--- src/cuCfg_cfg.svh ---
`ifndef CU_CFG_SVH
`define CU_CFG_SVH

`define CU_OP_W         6
`define CU_FUNCT_W      6
`define CU_STATE_W      6
`define CU_ITER_W       6
`define CU_ITER_LAST    6'd32   // 33 iteration cycles for mult/div

`define CU_OP_RTYPE     6'h00
`define CU_OP_J         6'h02
`define CU_OP_JAL       6'h03
`define CU_OP_BEQ       6'h04
`define CU_OP_BNE       6'h05
`define CU_OP_BLE       6'h06
`define CU_OP_BGT       6'h07
`define CU_OP_ADDI      6'h08
`define CU_OP_ADDIU     6'h09
`define CU_OP_SLTI      6'h0a
`define CU_OP_LUI       6'h0f
`define CU_OP_LW        6'h23
`define CU_OP_SW        6'h2b

`define CU_FN_JR        6'h08
`define CU_FN_BREAK     6'h0d
`define CU_FN_MFHI      6'h10
`define CU_FN_MFLO      6'h12
`define CU_FN_RTE       6'h13
`define CU_FN_MULT      6'h18
`define CU_FN_DIV       6'h1a
`define CU_FN_ADD       6'h20
`define CU_FN_SUB       6'h22
`define CU_FN_AND       6'h24
`define CU_FN_SLT       6'h2a

`endif
--- src/cuPkg.sv ---
package cuPkg;

`include "cuCfg_cfg.svh"

    typedef enum logic [`CU_STATE_W-1:0] {
        stReset,        // drives RESET_out
        stResetSp,      // stack pointer init
        stBrk,          // halted until reset
        stPcRead,       // fetch address out, PC+4 in ALU
        stMemWait,      // shared memory wait
        stInstWrite,    // IR and PC load
        stInstDec,      // A/B load, branch target
        stMemAdd,
        stMemRead,
        stMemDataW,
        stMemWrite,
        stMemToReg,
        stJump,
        stStorePc,      // return address into ALUout
        stJumpSave,
        stPcToEpc,      // first exception entry cycle
        stRoutineSel,
        stGoToRoutine,
        stRoutineToPc,
        stLoadImm,
        stEpcToPc,
        stLoadLo,
        stLoadHi,
        stCompare,
        stAluToPc,
        stAluJumpToPc,
        stAluOp,
        stAluToReg,
        stDivIter,
        stMultIter,
        stWriteHiLo
    } cuState_t;

    typedef enum logic [3:0] {
        clsAluReg, clsAluImm, clsBranch, clsLoad,
        clsStore, clsJump, clsJumpLink, clsJumpReg,
        clsLoadUpper, clsMoveHi, clsMoveLo, clsReturnExc,
        clsMult, clsDiv, clsBrk, clsIllegal
    } instrClass_t;

    typedef enum logic [2:0] {
        aluPass    = 3'b000,
        aluAdd     = 3'b001,
        aluSub     = 3'b010,
        aluAnd     = 3'b011,
        aluCompare = 3'b111
    } aluFunc_t;

    typedef enum logic [1:0] {brEq, brNe, brGt, brLe} branchCond_t;

    typedef enum logic [1:0] {trapNone, trapOverflow, trapDivZero, trapIllegal} trapCause_t;

endpackage

--- src/decodeIf.sv ---
`timescale 1ns/100ps

interface decodeIf import cuPkg::*; ();
    instrClass_t instClass;
    aluFunc_t    aluFunc;
    branchCond_t branchCond;
    logic        checksOverflow;   // add, sub, addi only
    logic        immToRt;          // I-type result goes to rt

    modport source (
        output instClass, aluFunc, branchCond, checksOverflow, immToRt
    );

    modport sink (
        input instClass, aluFunc, branchCond, checksOverflow, immToRt
    );
endinterface

--- src/controlUnit.sv ---
`timescale 1ns/100ps
`include "cuCfg_cfg.svh"

module controlUnit import cuPkg::*; (
    input  logic                   clock,
    input  logic                   RESET_in,
    input  logic [`CU_OP_W-1:0]    opcode,
    input  logic [`CU_FUNCT_W-1:0] funct,
    input  logic                   GT,
    input  logic                   LT,
    input  logic                   ET,
    input  logic                   O,
    input  logic                   Div0,
    output logic                   RESET_out,
    output logic                   BREAK,
    output logic                   PCwrite,
    output logic                   MemWR,
    output logic                   IRwrite,
    output logic                   RegWrite,
    output logic                   MultOp,
    output logic                   DivOp,
    output logic                   EPCwrite,
    output logic                   ALUoutW,
    output logic                   AW,
    output logic                   BW,
    output logic                   HIW,
    output logic                   LOW,
    output logic                   MemDataW,
    output logic                   IorD,
    output logic                   ALUsrcA,
    output logic                   ALUtoReg,
    output logic                   MorDHI,
    output logic                   MorDLO,
    output logic [1:0]             RegDst,
    output logic [1:0]             ALUsrcB,
    output logic [2:0]             ALUop,
    output logic [2:0]             PCsrc,
    output logic [3:0]             RegData
);

    cuState_t   state;
    trapCause_t trapCause;
    aluFunc_t   aluOpEnc;   // typed ALU code from encoder

    decodeIf decBus ();

    assign ALUop = aluOpEnc;

    instrDecoder decoder (
        .opcode (opcode),
        .funct  (funct),
        .dec    (decBus.source)
    );

    stateSequencer sequencer (
        .clock     (clock),
        .RESET_in  (RESET_in),
        .dec       (decBus.sink),
        .GT        (GT),
        .LT        (LT),
        .ET        (ET),
        .O         (O),
        .Div0      (Div0),
        .state     (state),
        .trapCause (trapCause)
    );

    controlEncoder encoder (
        .state     (state),
        .dec       (decBus.sink),
        .trapCause (trapCause),
        .RESET_out (RESET_out),
        .BREAK     (BREAK),
        .PCwrite   (PCwrite),
        .MemWR     (MemWR),
        .IRwrite   (IRwrite),
        .RegWrite  (RegWrite),
        .MultOp    (MultOp),
        .DivOp     (DivOp),
        .EPCwrite  (EPCwrite),
        .ALUoutW   (ALUoutW),
        .AW        (AW),
        .BW        (BW),
        .HIW       (HIW),
        .LOW       (LOW),
        .MemDataW  (MemDataW),
        .IorD      (IorD),
        .ALUsrcA   (ALUsrcA),
        .ALUtoReg  (ALUtoReg),
        .MorDHI    (MorDHI),
        .MorDLO    (MorDLO),
        .RegDst    (RegDst),
        .ALUsrcB   (ALUsrcB),
        .ALUop     (aluOpEnc),
        .PCsrc     (PCsrc),
        .RegData   (RegData)
    );

endmodule

--- src/controlEncoder.sv ---
`timescale 1ns/100ps

module controlEncoder import cuPkg::*; (
    input  cuState_t    state,
    decodeIf.sink       dec,
    input  trapCause_t  trapCause,
    output logic        RESET_out,
    output logic        BREAK,
    output logic        PCwrite,
    output logic        MemWR,
    output logic        IRwrite,
    output logic        RegWrite,
    output logic        MultOp,
    output logic        DivOp,
    output logic        EPCwrite,
    output logic        ALUoutW,
    output logic        AW,
    output logic        BW,
    output logic        HIW,
    output logic        LOW,
    output logic        MemDataW,
    output logic        IorD,
    output logic        ALUsrcA,
    output logic        ALUtoReg,
    output logic        MorDHI,
    output logic        MorDLO,
    output logic [1:0]  RegDst,
    output logic [1:0]  ALUsrcB,
    output aluFunc_t    ALUop,
    output logic [2:0]  PCsrc,
    output logic [3:0]  RegData
);

    logic [2:0] routinePc;   // handler vector select
    logic       divResult;

    assign routinePc = (trapCause == trapDivZero)  ? 3'b111 :
                       (trapCause == trapOverflow) ? 3'b110 : 3'b101;
    assign divResult = (dec.instClass == clsDiv);

    always_comb begin
        {RESET_out, BREAK, PCwrite, MemWR, IRwrite, RegWrite, MultOp, DivOp} = '0;
        {EPCwrite, ALUoutW, AW, BW, HIW, LOW, MemDataW} = '0;
        {IorD, ALUsrcA, ALUtoReg, MorDHI, MorDLO} = '0;
        RegDst  = 2'b00;
        ALUsrcB = 2'b00;
        ALUop   = aluPass;
        PCsrc   = 3'b000;
        RegData = 4'b0000;
        case (state)
            stReset:   RESET_out = 1'b1;
            stResetSp: begin
                RegDst   = 2'b10;   // sp, RegData 0000
                RegWrite = 1'b1;
            end
            stBrk:     BREAK = 1'b1;
            stPcRead, stInstWrite: begin
                ALUsrcB = 2'b01;    // PC+4
                ALUop   = aluAdd;
                IRwrite = (state == stInstWrite);
                PCwrite = (state == stInstWrite);
            end
            stInstDec: begin
                AW      = 1'b1;
                BW      = 1'b1;
                ALUsrcB = 2'b11;    // branch offset
                ALUop   = aluAdd;
                ALUoutW = 1'b1;
            end
            stMemAdd: begin
                ALUsrcA = 1'b1;
                ALUsrcB = 2'b10;
                ALUop   = aluAdd;
                ALUoutW = 1'b1;
            end
            stMemRead:  IorD = 1'b1;
            stMemDataW: MemDataW = 1'b1;
            stMemWrite: begin
                IorD  = 1'b1;
                MemWR = 1'b1;
            end
            stMemToReg, stLoadImm, stLoadHi, stLoadLo, stAluToReg: begin
                RegWrite = 1'b1;
                case (state)
                    stMemToReg: RegData = 4'b0001;
                    stLoadImm:  RegData = 4'b1000;
                    stLoadHi:   RegData = 4'b0011;
                    stLoadLo:   RegData = 4'b0100;
                    default:    RegData = 4'b0010;
                endcase
                // rd only for R-type results
                RegDst = (state == stLoadHi || state == stLoadLo ||
                          (state == stAluToReg && !dec.immToRt)) ? 2'b01 : 2'b00;
            end
            stJump, stAluToPc, stEpcToPc, stRoutineToPc: begin
                PCwrite = 1'b1;
                case (state)
                    stJump:    PCsrc = 3'b010;
                    stAluToPc: PCsrc = 3'b001;
                    stEpcToPc: PCsrc = 3'b011;
                    default:   PCsrc = 3'b100;
                endcase
            end
            stStorePc:  ALUoutW = 1'b1;   // PC passes through ALU
            stJumpSave: begin
                PCsrc    = 3'b010;
                PCwrite  = 1'b1;
                RegData  = 4'b0010;
                RegDst   = 2'b11;
                RegWrite = 1'b1;
            end
            stPcToEpc: begin
                ALUsrcB  = 2'b01;   // undo PC+4
                ALUop    = aluSub;
                EPCwrite = 1'b1;
                PCsrc    = routinePc;
            end
            stRoutineSel: begin
                PCsrc   = routinePc;
                PCwrite = 1'b1;
            end
            stCompare: begin
                ALUsrcA = 1'b1;
                ALUop   = aluCompare;
            end
            stAluJumpToPc: begin
                ALUsrcA = 1'b1;     // rs straight to PC
                PCwrite = 1'b1;
            end
            stAluOp: begin
                ALUsrcA  = 1'b1;
                ALUsrcB  = dec.immToRt ? 2'b10 : 2'b00;
                ALUop    = dec.aluFunc;
                ALUtoReg = (dec.aluFunc == aluCompare);   // slt/slti flag result
                ALUoutW  = 1'b1;
            end
            stDivIter:  DivOp = 1'b1;
            stMultIter: MultOp = 1'b1;
            stWriteHiLo: begin
                MorDHI = divResult;
                MorDLO = divResult;
                HIW    = 1'b1;
                LOW    = 1'b1;
            end
            default: ;   // memory wait and routine read drive nothing
        endcase
    end

endmodule

--- src/stateSequencer.sv ---
`timescale 1ns/100ps
`include "cuCfg_cfg.svh"

module stateSequencer import cuPkg::*; (
    input  logic       clock,
    input  logic       RESET_in,
    decodeIf.sink      dec,
    input  logic       GT,
    input  logic       LT,
    input  logic       ET,
    input  logic       O,
    input  logic       Div0,
    output cuState_t   state,
    output trapCause_t trapCause
);

    cuState_t               nextState;
    cuState_t               retState;      // where stMemWait goes next
    trapCause_t             enterCause;    // non-none only on trap entry
    logic [`CU_ITER_W-1:0]  iterCount;
    logic                   iterating;
    logic                   branchTaken;

    assign iterating = (state == stMultIter) || (state == stDivIter);

    always_comb begin
        case (dec.branchCond)
            brEq:    branchTaken = ET;
            brNe:    branchTaken = !ET;
            brGt:    branchTaken = GT;
            default: branchTaken = LT || ET;   // ble
        endcase
    end

    always_comb begin
        enterCause = trapNone;
        case (state)
            stReset:     nextState = stResetSp;
            stResetSp:   nextState = stPcRead;
            stBrk:       nextState = stBrk;
            stPcRead:    nextState = stMemWait;
            stMemWait:   nextState = retState;
            stInstWrite: nextState = stInstDec;
            stInstDec: begin
                case (dec.instClass)
                    clsAluReg, clsAluImm: nextState = stAluOp;
                    clsBranch:            nextState = stCompare;
                    clsLoad, clsStore:    nextState = stMemAdd;
                    clsJump:              nextState = stJump;
                    clsJumpLink:          nextState = stStorePc;
                    clsJumpReg:           nextState = stAluJumpToPc;
                    clsLoadUpper:         nextState = stLoadImm;
                    clsMoveHi:            nextState = stLoadHi;
                    clsMoveLo:            nextState = stLoadLo;
                    clsReturnExc:         nextState = stEpcToPc;
                    clsMult:              nextState = stMultIter;
                    clsDiv:               nextState = stDivIter;
                    clsBrk:               nextState = stBrk;
                    default: begin
                        nextState  = stPcToEpc;
                        enterCause = trapIllegal;
                    end
                endcase
            end
            stMemAdd:   nextState = (dec.instClass == clsStore) ? stMemWrite : stMemRead;
            stMemRead:  nextState = stMemWait;
            stMemDataW: nextState = (dec.instClass == clsLoad) ? stMemToReg : stRoutineToPc;
            stStorePc:  nextState = stJumpSave;
            stCompare:  nextState = branchTaken ? stAluToPc : stPcRead;
            stAluOp: begin
                if (dec.checksOverflow && O) begin
                    nextState  = stPcToEpc;
                    enterCause = trapOverflow;
                end else begin
                    nextState = stAluToReg;
                end
            end
            stMultIter: nextState = (iterCount == `CU_ITER_LAST) ? stWriteHiLo : stMultIter;
            stDivIter: begin
                if (Div0 && iterCount == '0) begin   // divisor checked on first pass
                    nextState  = stPcToEpc;
                    enterCause = trapDivZero;
                end else begin
                    nextState = (iterCount == `CU_ITER_LAST) ? stWriteHiLo : stDivIter;
                end
            end
            stPcToEpc:     nextState = stRoutineSel;
            stRoutineSel:  nextState = stGoToRoutine;
            stGoToRoutine: nextState = stMemWait;
            default:       nextState = stPcRead;   // last execute cycle, back to fetch
        endcase
    end

    always_ff @(posedge clock or posedge RESET_in) begin
        if (RESET_in) begin
            state     <= stReset;
            retState  <= stInstWrite;
            iterCount <= '0;
            trapCause <= trapNone;
        end else begin
            state <= nextState;
            if (state == stPcRead) begin
                retState <= stInstWrite;
            end else if (state == stMemRead || state == stGoToRoutine) begin
                retState <= stMemDataW;
            end
            iterCount <= iterating ? iterCount + 1'b1 : '0;
            if (enterCause != trapNone) begin
                trapCause <= enterCause;
            end
        end
    end

endmodule

--- src/instrDecoder.sv ---
`timescale 1ns/100ps
`include "cuCfg_cfg.svh"

module instrDecoder import cuPkg::*; (
    input  logic [`CU_OP_W-1:0]    opcode,
    input  logic [`CU_FUNCT_W-1:0] funct,
    decodeIf.source                dec
);

    always_comb begin
        dec.instClass = clsIllegal;   // anything unmatched traps
        case (opcode)
            `CU_OP_RTYPE: begin
                case (funct)
                    `CU_FN_ADD, `CU_FN_SUB, `CU_FN_AND, `CU_FN_SLT: dec.instClass = clsAluReg;
                    `CU_FN_JR:    dec.instClass = clsJumpReg;
                    `CU_FN_BREAK: dec.instClass = clsBrk;
                    `CU_FN_MFHI:  dec.instClass = clsMoveHi;
                    `CU_FN_MFLO:  dec.instClass = clsMoveLo;
                    `CU_FN_RTE:   dec.instClass = clsReturnExc;
                    `CU_FN_MULT:  dec.instClass = clsMult;
                    `CU_FN_DIV:   dec.instClass = clsDiv;
                    default:      dec.instClass = clsIllegal;
                endcase
            end
            `CU_OP_ADDI, `CU_OP_ADDIU, `CU_OP_SLTI: dec.instClass = clsAluImm;
            `CU_OP_BEQ, `CU_OP_BNE, `CU_OP_BLE, `CU_OP_BGT: dec.instClass = clsBranch;
            `CU_OP_LW:  dec.instClass = clsLoad;
            `CU_OP_SW:  dec.instClass = clsStore;
            `CU_OP_J:   dec.instClass = clsJump;
            `CU_OP_JAL: dec.instClass = clsJumpLink;
            `CU_OP_LUI: dec.instClass = clsLoadUpper;
            default:    dec.instClass = clsIllegal;
        endcase
    end

    always_comb begin
        dec.aluFunc = aluPass;
        if (opcode == `CU_OP_RTYPE) begin
            case (funct)
                `CU_FN_ADD: dec.aluFunc = aluAdd;
                `CU_FN_SUB: dec.aluFunc = aluSub;
                `CU_FN_AND: dec.aluFunc = aluAnd;
                `CU_FN_SLT: dec.aluFunc = aluCompare;
                default:    dec.aluFunc = aluPass;
            endcase
        end else if (opcode == `CU_OP_ADDI || opcode == `CU_OP_ADDIU) begin
            dec.aluFunc = aluAdd;
        end else if (opcode == `CU_OP_SLTI) begin
            dec.aluFunc = aluCompare;
        end
    end

    always_comb begin
        case (opcode)
            `CU_OP_BNE: dec.branchCond = brNe;
            `CU_OP_BGT: dec.branchCond = brGt;
            `CU_OP_BLE: dec.branchCond = brLe;
            default:    dec.branchCond = brEq;
        endcase
    end

    // addiu never traps
    assign dec.checksOverflow = (opcode == `CU_OP_ADDI) ||
                                (dec.instClass == clsAluReg &&
                                 (dec.aluFunc == aluAdd || dec.aluFunc == aluSub));
    assign dec.immToRt = (dec.instClass == clsAluImm);

endmodule

--- config.mk ---
export PLATFORM = sky130hd
export DESIGN_NAME = controlUnit
export DESIGN_NICKNAME = d
export VERILOG_FILES = /design/src/cuPkg.sv /design/src/decodeIf.sv /design/src/controlUnit.sv /design/src/controlEncoder.sv /design/src/stateSequencer.sv /design/src/instrDecoder.sv
export VERILOG_INCLUDE_DIRS = /design/src
export SDC_FILE = /design/constraint.sdc
export NUM_CORES = 1
export LEC_CHECK = 0
export CORE_MARGIN = 2
export CORE_UTILIZATION = 45
export CTS_CLUSTER_SIZE = 24
export DETAILED_ROUTE_END_ITERATION = 6
export DONT_BUFFER_PORTS = 1
export GPL_TIMING_DRIVEN = 0
export HOLD_SLACK_MARGIN = 0.06
export SYNTH_ARGS = -nofsm -noshare
export SYNTH_HDL_FRONTEND = slang
export SYNTH_SLANG_ARGS = --single-unit
--- constraint.sdc ---
create_clock -name clock -period 3.2 [get_ports clock]
set_clock_uncertainty 0.2 [all_clocks]
set_input_delay 0.32 -clock clock [delete_from_list [all_inputs] [get_ports clock]]
set_output_delay 0.32 -clock clock [all_outputs]
set_load 0.02 [all_outputs]
Yosys cells after proc, flatten, opt, wreduce, memory -nomap -nowiden:

Cells that the tools add are included.
Widths: inputs -> output; s select.

* register bits: 20
* output and inout bits: 34
* word-level logic and storage cells: 171

* equality and inequality tests: 75
* add/subtract/negate cells: 1
* multiplexer cells: 52
* reductions and logical operators: 39

Operators by type and width (count)
* $eq 6x5->1 const B: 20
* $pmux 6 s15: 1
* $eq 6x4->1 const B: 14
* $pmux 5 s13: 1
* $pmux 4 s8: 2
* $eq 6x3->1 const B: 8
* $eq 6x6->1 const B: 7
* $eq 4x4->1 const B: 7
* $eq 6x2->1 const B: 4
* $mux 6: 4
* $pmux 3 s4: 2
* $reduce_or 4->1: 6
* $logic_not 6->1: 3
* $mux 1: 18
* $pmux 2 s3: 3
* $pmux 3 s3: 2
* $eq 4x3->1 const B: 4
* $pmux 4 s4: 1
* $mux 5: 3
* $reduce_or 15->1: 1
* $mux 2: 7
* $reduce_or 7->1: 2
* $mux 3: 4
* $reduce_or 2->1: 5
* other kinds (21): 38

Depth between registers and ports, before layout:

Gate-level depths: netlist of the first run.

* depth in word-level cells: 12
* depth in mapped cells: 10
* mapped depth without buffers: 9

Cells and area by module:

From an unflattened synthesis of the first run, not the netlist that was laid out.

* cells, all modules: 358
* area, all modules: 2439.8 µm²

Modules (own cells, without submodules)
* stateSequencer: sequential area each 376.6 µm², area an instance 1217.4 µm², instances 1, cells each 162
* controlEncoder: sequential area each 0.0 µm², area an instance 723.2 µm², instances 1, cells each 111
* instrDecoder: sequential area each 0.0 µm², area an instance 499.2 µm², instances 1, cells each 85

Least setup slack after synthesis of the first run:

Ideal clock, no wire load.

* kind: input port to output port
* start point: input port opcode[5]
* end point: output port MorDLO
* required time: 2680 ps
* stages: 7
* buffers on the path: 2
* arrival time: 2822 ps
* setup slack: -142 ps
* path through: or4_1 > buf_2 > or3_4 > a31oi_1 > a221oi_2 > nor4b_1 > buf_4

* longest elaborated chain between the ends: 5
* elaborated cells on any way between the ends: 18
* those cells by class: eq/ne: 13; mux: 2; reduce/logical: 3

RTL lines
* start: declaration: line controlUnit.sv:7 `` input logic [`CU_OP_W-1:0] opcode, ``
* $eq 6x3->1 / $eq 6x4->1 (equally long branches): line instrDecoder.sv:12 `case (opcode)`
* $reduce_or 4->1 / $reduce_or 3->1 (equally long branches): line instrDecoder.sv:12
* $pmux 4 s8 (*): line instrDecoder.sv:12
* $eq 4x4->1 (*): line controlEncoder.sv:39 `assign divResult = (dec.instClass == clsDiv);`
* $mux 1 (*)
* end: declaration: line controlUnit.sv:33 `output logic MorDLO,`

Every way passes the cells marked *; elsewhere a longest branch is shown, timed or not.

Worst setup path after layout of the first run:

Same ends and word-level chain as after synthesis.

==> results_dict.tcl, run 1 <==
set metrics [dict create \
    post-route-drc-count 0 \
    clockBufferDepth 2 \
    ys.flop_type "dfrtp_1" \
    boundaryPins 53 \
    worst_setup_hold_path_clk_slew_ps 60 \
    timing.hold.worst_endpoint "sequencer.trapCause[1]" \
    cts_inserted_buffers 3 \
    yosys.cell_types.count 59 \
    criticalPathCategory "in2out" \
    worst-endpoint-required_ps 2680 \
    vdd.ir_drop.worst_mv 0.258 \
    p_sw_share_pct 57.7 \
    insertedDiodeCount 0 \
    routed-via-count 2727 \
    buffer_ports.inserted 0 \
    num-nets-final 382 \
    drive_gt1_share_pct 8.08 \
    arrival_time_of_the_worst_setup_path_ps 2520 \
    core_region_area_mm2 0.00482 \
    crit_fanout 9 \
    post-route-period-util_pct 95.1 \
    status "finished clean" \
    r2r-end "sequencer.state[2]" \
    postRouteAntennaNets 0 \
    post_synth_edffs 0 \
    crit_chain "or4_1 > buf_2 > nor3_1 > nand3_1 > nand3b_1 > a21oi_1 > nor4b_4 > buf_4" \
    dp_hpwl_um 5820 \
    slew_headroom_pct 48.7 \
    gp_routability_congestion 0.979 \
    path_delay_family "simple AND/OR/NAND/NOR gates" \
    worstPathBufferInverterCount 2 \
    fin_setup_tns_ps 0 \
    power.share.combinational_pct 73.0 \
    clkLatencyLatePin_ps 240 \
    die_area_mm2 0.00567 \
    grt_start_max_net_pins 16 \
    avgViaCountPerCell 6.40 \
    crit_path_end_kind "output pin" \
    pwr-share-clk_pct 9.3 \
    ff2ff_path_depth 10 \
    r2r_slack_ps 540 \
    wirelength_um 7480 \
    grt_pass1_vias 2367 \
    finalCriticalPeriod_ps 3040 \
    postSynth.asyncResetShare_pct 100 \
    fmax_mhz 329 \
    h-tree-depth 1 \
    design_power_total_mw 1.60 \
    timing.hold.worst_path_depth 2 \
    yosys_register_bits 15 \
    chipHeight_um 75.3 \
    areaGrowthSynthToFinish_pct 8.42 \
    syn-instance-count 350 \
    clock_sinks 15 \
    total_leakage_power_nw 0.903 \
    critical_path_launch_point_type "primary input" \
    netSwitchingPower_mw 0.921 \
    yosys_warnings 0 \
    cap_viol_max_count 0 \
    fillers 527 \
    synthesis.area_mm2 0.00229 \
    timing.final.setup_violations 0 \
    finalMaxSlewViolations 0 \
    synthesis.nets 372 \
    grt.total_usage_pct 26.0 \
    grt_first_pass_wirelength_um 11600 \
    drt-pass1-iter-count 5 \
    yosysSeqAreaShare_pct 16.5 \
    grt.overflow.total 0 \
    synthesis.area_per_instance_um2 6.53 \
    p_per_area_mw_per_mm2 643 \
    clock_root_buffer_master "clkbuf_8" \
    drt_first_iter_violations 336 \
    timing.critical_path.slowest_cell_delay_ps 500 \
    crit_path_top_delay_cell "or4_1" \
    cts_tree "built" \
    chip_width_um 75.3 \
    min_path_type "in2reg" \
    worst-slew-pin-transition_ps 765 \
    power.sequential.fraction_pct 17.8 \
    critical_path.reg2reg.startpoint "sequencer.state[3]" \
    finalCoreUtilization_pct 51.5 \
    grt_antenna_before_repair 0 \
    floorplan.initialDensity_pct 47.5 \
    min_from "O" \
    fp_rows 25 \
    p_int_mw 0.674 \
    hold_viol 0 \
    routed_wire_length_per_instance_um 17.5 \
]
## metal layers
layer | wire (µm) | vias to the layer above | GRT usage, %
met5 | 0 | - | 0
met4 | 161 | 0 | 6.82
met3 | 435 | 19 | 4.10
met2 | 3700 | 127 | 45.1
met1 | 3180 | 1270 | 33.7
li1 | - | 1311 | -
## cells in the mapped netlist, types with 3 or more instances
cell type,count,area (µm²)
buf_4,3,22.5
nand2_1,29,109
ha_1,3,37.5
nor2b_1,8,50.1
or2_2,7,43.8
o21bai_1,3,22.5
a221oi_1,4,35.0
nor3b_1,7,52.6
nand2b_1,8,50.1
nand3_1,12,60.1
o211ai_1,7,52.6
dfrtp_1,14,350
nand3b_1,5,37.5
o311ai_0,3,26.3
o31ai_1,4,30.0
a221o_1,3,30.0
o21a_1,4,30.0
a31oi_1,8,50.1
nor3_1,18,90.1
or3_1,3,18.8
xor2_1,3,26.3
o22ai_1,8,50.1
a21oi_1,23,115
a211o_1,3,26.3
o21ai_0,28,140
inv_1,15,56.3
a21o_1,5,37.5
clkbuf_1,25,93.8
mux2i_1,3,30.0
nor2_1,44,165
## layout make-up
type / instances / area, µm² / share of cell area, %
multi-input combinational: 287 / 1740 / 70.2
sequential: 15 / 377 / 15.2
buffer: 31 / 130 / 5.25
tap: 67 / 83.8 / 3.38
inverter: 17 / 63.8 / 2.57
clock buffer: 4 / 45.0 / 1.82
timing repair buffer: 5 / 40.0 / 1.61
## how the worst max path moves through the flow
stage | from | endpoint | slack (ps) | cells after the start
4_1_cts | opcode[5] | MorDLO | 80 | 8
2_1_floorplan | opcode[5] | MorDLO | 190 | 7
6_report | opcode[5] | MorDLO | 160 | 8
3_3_place_gp | opcode[3] | MorDLO | -30 | 7
5_1_grt | opcode[5] | MorDLO | -5 | 8
3_5_place_dp | opcode[5] | MorDLO | -60 | 8
## state kept, by name (all words and copies together) (netlist names)
signal and flops:
sequencer.trapCause 2, sequencer.state 5, sequencer.retState 2, sequencer.iterCount 6
## logic make-up after synthesis
kind of cell    count (synthesis)  share of synthesized area [%]
mux                             4                           1.81
flops                          15                           16.5
xor+xnor                        5                           1.92
buf+inv                        48                           8.42
fa+ha+maj                       3                           1.64
simple gates                  155                           34.5
compound gates                120                           35.2
## what timing repair did
| item | 4_1_cts | 5_1_grt |
|---|---|---|
| pin swaps | 0 | 1 |
| buffers inserted | 0 | 4 |
| gates resized for setup | 1 | 3 |
| endpoints found under the hold margin | 14 | 0 |
| hold buffers | 1 | 0 |
| gates cloned | 0 | 0 |
| endpoints found under the setup margin | 1 | 5 |
## stage by stage
stage	hold slack, ps	worst slack, ps	cells	instance area, µm²
global placement	84.7	-27.6	417	2380
floorplan	20.8	193	350	2290
CTS	219	78.6	422	2440
detailed placement	93.4	-61.4	417	2380
finish	220	158	426	2480
global route	225	-4.88	426	2480
## cell usage in the layout, fill, tap and decap left out, types with 3 or more instances in the layout
cell	synthesis	layout
a221o_1	3	3
nor2_1	44	44
xor2_1	3	3
nor3b_1	7	7
or2_2	7	7
nand3b_1	5	5
o311ai_0	3	3
mux2i_1	3	3
a31oi_1	8	8
o22ai_1	8	8
nand2_1	29	29
o31ai_1	4	4
o21bai_1	3	3
a21o_1	5	5
clkbuf_8	0	3
a211o_1	3	3
clkbuf_1	25	25
a221oi_1	4	4
o21a_1	4	4
o211ai_1	7	7
or3_1	3	3
o21ai_0	28	28
dfrtp_1	14	14
nand2b_1	8	8
a21oi_1	23	23
nor3_1	18	18
nand3_1	12	12
buf_4	3	7
nor2b_1	8	8
inv_1	15	15
ha_1	3	3
## power groups by stage
stage	clock network (mW)	logic [mW]	registers, mW
after floorplan	0	0.882	0.273
after global placement	0	1.14	0.286
after detailed placement	0	1.13	0.287
after CTS	0.153	1.13	0.283
after global routing	0.163	1.27	0.292
final	0.148	1.16	0.283
No activity file was read; power rests on OpenSTA's default activity.
==> run 2, diff against run 1 <==
CORE_MARGIN = unset   (was 2)
CORE_UTILIZATION = 35   (was 45)
==> run 2 against run 1 <==
Net effect: total power rose by 1.1%; hold slack got worse by 22 ps; highest routed layer unchanged; largest cell class unchanged; critical endpoint unchanged; clock power up 3%; flip-flop and latch count did not move; largest power group unchanged; final cell count is 2.3% higher; first-iteration DRC count fell by 32%.
==> results_dict.tcl, run 2 (same netlist as run 1, synthesis figures left out) <==
set metrics [dict create \
    status "finished clean" \
    fp_rows 29 \
    grt.overflow.total 0 \
    drt-pass1-iter-count 4 \
    vdd.ir_drop.worst_mv 0.345 \
    grt.total_usage_pct 21.6 \
    finalMaxSlewViolations 0 \
    critical_path.reg2reg.startpoint "sequencer.state[3]" \
    ff2ff_path_depth 10 \
    h-tree-depth 1 \
    clockBufferDepth 2 \
    globalRouteMet1Util_pct 29.5 \
    timing.hold.worst_path_depth 3 \
    slew_headroom_pct 46.9 \
    worst-endpoint-required_ps 2680 \
    design_power_total_mw 1.61 \
    grt_antenna_before_repair 0 \
    mostFrequentLayoutCells "nor2_1, nand2_1, o21ai_0" \
    hold_viol 0 \
    core_region_area_mm2 0.00631 \
    dp_hpwl_um 5800 \
    registers.top_by_ff_count "sequencer.iterCount" \
    cts_tree "built" \
    areaGrowthSynthToFinish_pct 9.74 \
    boundaryPins 53 \
    postRouteAntennaNets 0 \
    r2r_slack_ps 460 \
    final_common_cell "nor2_1" \
    cap_viol_max_count 0 \
    whs_ps 198 \
    globalRoute.busiestLayer "met2" \
    reg_top3 "sequencer.iterCount (6), sequencer.state (5)" \
    timing.hold.worst_endpoint "sequencer.trapCause[0]" \
    cts_inserted_buffers 3 \
    worst-slew-pin-transition_ps 791 \
    timing.final.setup_violations 0 \
    routed-via-count 2657 \
    chip_width_um 82.8 \
    clock_root_buffer_master "clkbuf_8" \
    wirelength_um 7590 \
    r2r-end "sequencer.state[2]" \
    finalCriticalPeriod_ps 3070 \
    drt_first_iter_violations 230 \
    criticalPathCategory "in2out" \
    grt_first_pass_wirelength_um 12400 \
    grtUsageMet3_pct 3.68 \
    fillers 699 \
    drive_gt1_share_pct 9.19 \
    num-nets-final 382 \
    clkLatencyLatePin_ps 250 \
    post-route-drc-count 0 \
    total_leakage_power_nw 0.907 \
    grt_setup_unrepaired "false" \
    grt_pass1_vias 2394 \
    arrival_time_of_the_worst_setup_path_ps 2550 \
    post-route-period-util_pct 95.9 \
    p_per_area_mw_per_mm2 642 \
    grt_start_max_net_pins 16 \
    chipHeight_um 82.8 \
    fmax_mhz 326 \
    crit_fanout 6 \
    groute.layer.met2.usage_pct 35.5 \
    floorplan.initialDensity_pct 36.2 \
    gp_routability_congestion 0.919 \
    routed_wire_length_per_instance_um 17.4 \
    largest_reg_flops 6 \
    critical_path_launch_point_type "primary input" \
    buffer_ports.inserted 0 \
    avgViaCountPerCell 6.09 \
    die_area_mm2 0.00686 \
    min_path_type "in2reg" \
    insertedDiodeCount 0 \
    clock_sinks 15 \
    crit_path_end_kind "output pin" \
    worst_setup_hold_path_clk_slew_ps 60 \
    min_from "O" \
]
[run 2: final cells by class]
cell class,instances,area [µm²],share of cell area [%]
inverters,17,63.8,2.54
repair buffers,5,40.0,1.60
well taps,77,96.3,3.84
plain buffers,31,130,5.18
clock inverters,1,5.00,0.199
clock buffers,3,41.3,1.65
flip-flops and latches,15,377,15.0
multi-input cells,287,1760,70.0
[run 2: worst max-delay path by stage]
stage,startpoint,endpoint,depth (start not counted)
finish,opcode[5],MorDLO,8
global route,sequencer.state[2],MorDLO,5
CTS,opcode[5],MorDLO,8
detailed placement,opcode[5],MorDLO,8
global placement,opcode[5],MorDLO,8
floorplan,opcode[5],MorDLO,7
[run 2: where the power goes]
part | internal, mW | switching [mW]
clock | 0.0862 | 0.0658
sequential | 0.246 | 0.0407
combinational | 0.343 | 0.831
total | 0.675 | 0.937
[run 2: what timing repair did]
item	in CTS	in global routing
endpoints found under the hold margin	14	0
resized for setup	1	6
setup endpoints to repair	1	6
hold buffers	1	0
buffers inserted	0	4
pin swaps	0	2
[run 2: through the flow]
| step | instance area [µm²] | setup TNS (ps) | setup WS (ps) | util (%) | instances |
|---|---|---|---|---|---|
| 2_1_floorplan | 2290 | 0 | 193 | - | 350 |
| 3_3_place_gp | 2390 | -96.9 | -96.9 | 37.9 | 427 |
| 3_5_place_dp | 2390 | -139 | -139 | 37.9 | 427 |
| 4_1_cts | 2450 | 0 | 35.2 | 38.9 | 432 |
| 5_1_grt | 2510 | 0 | 17.4 | 39.8 | 436 |
| 6_report | 2510 | 0 | 133 | 39.8 | 436 |
[run 2: critical path, stage by stage]
cell	delay, ps
or4_1	500
buf_2	170
or3_4	360
a31oi_2	230
or2_2	190
a21oi_2	90
nor4b_4	450
buf_4	220
[run 2: per-layer routing]
metal,part of all wire (%),vias up
met4,2.0,0
met2,48,112
met3,5.5,15
met1,45,1224
met5,0,-
li1,-,1306
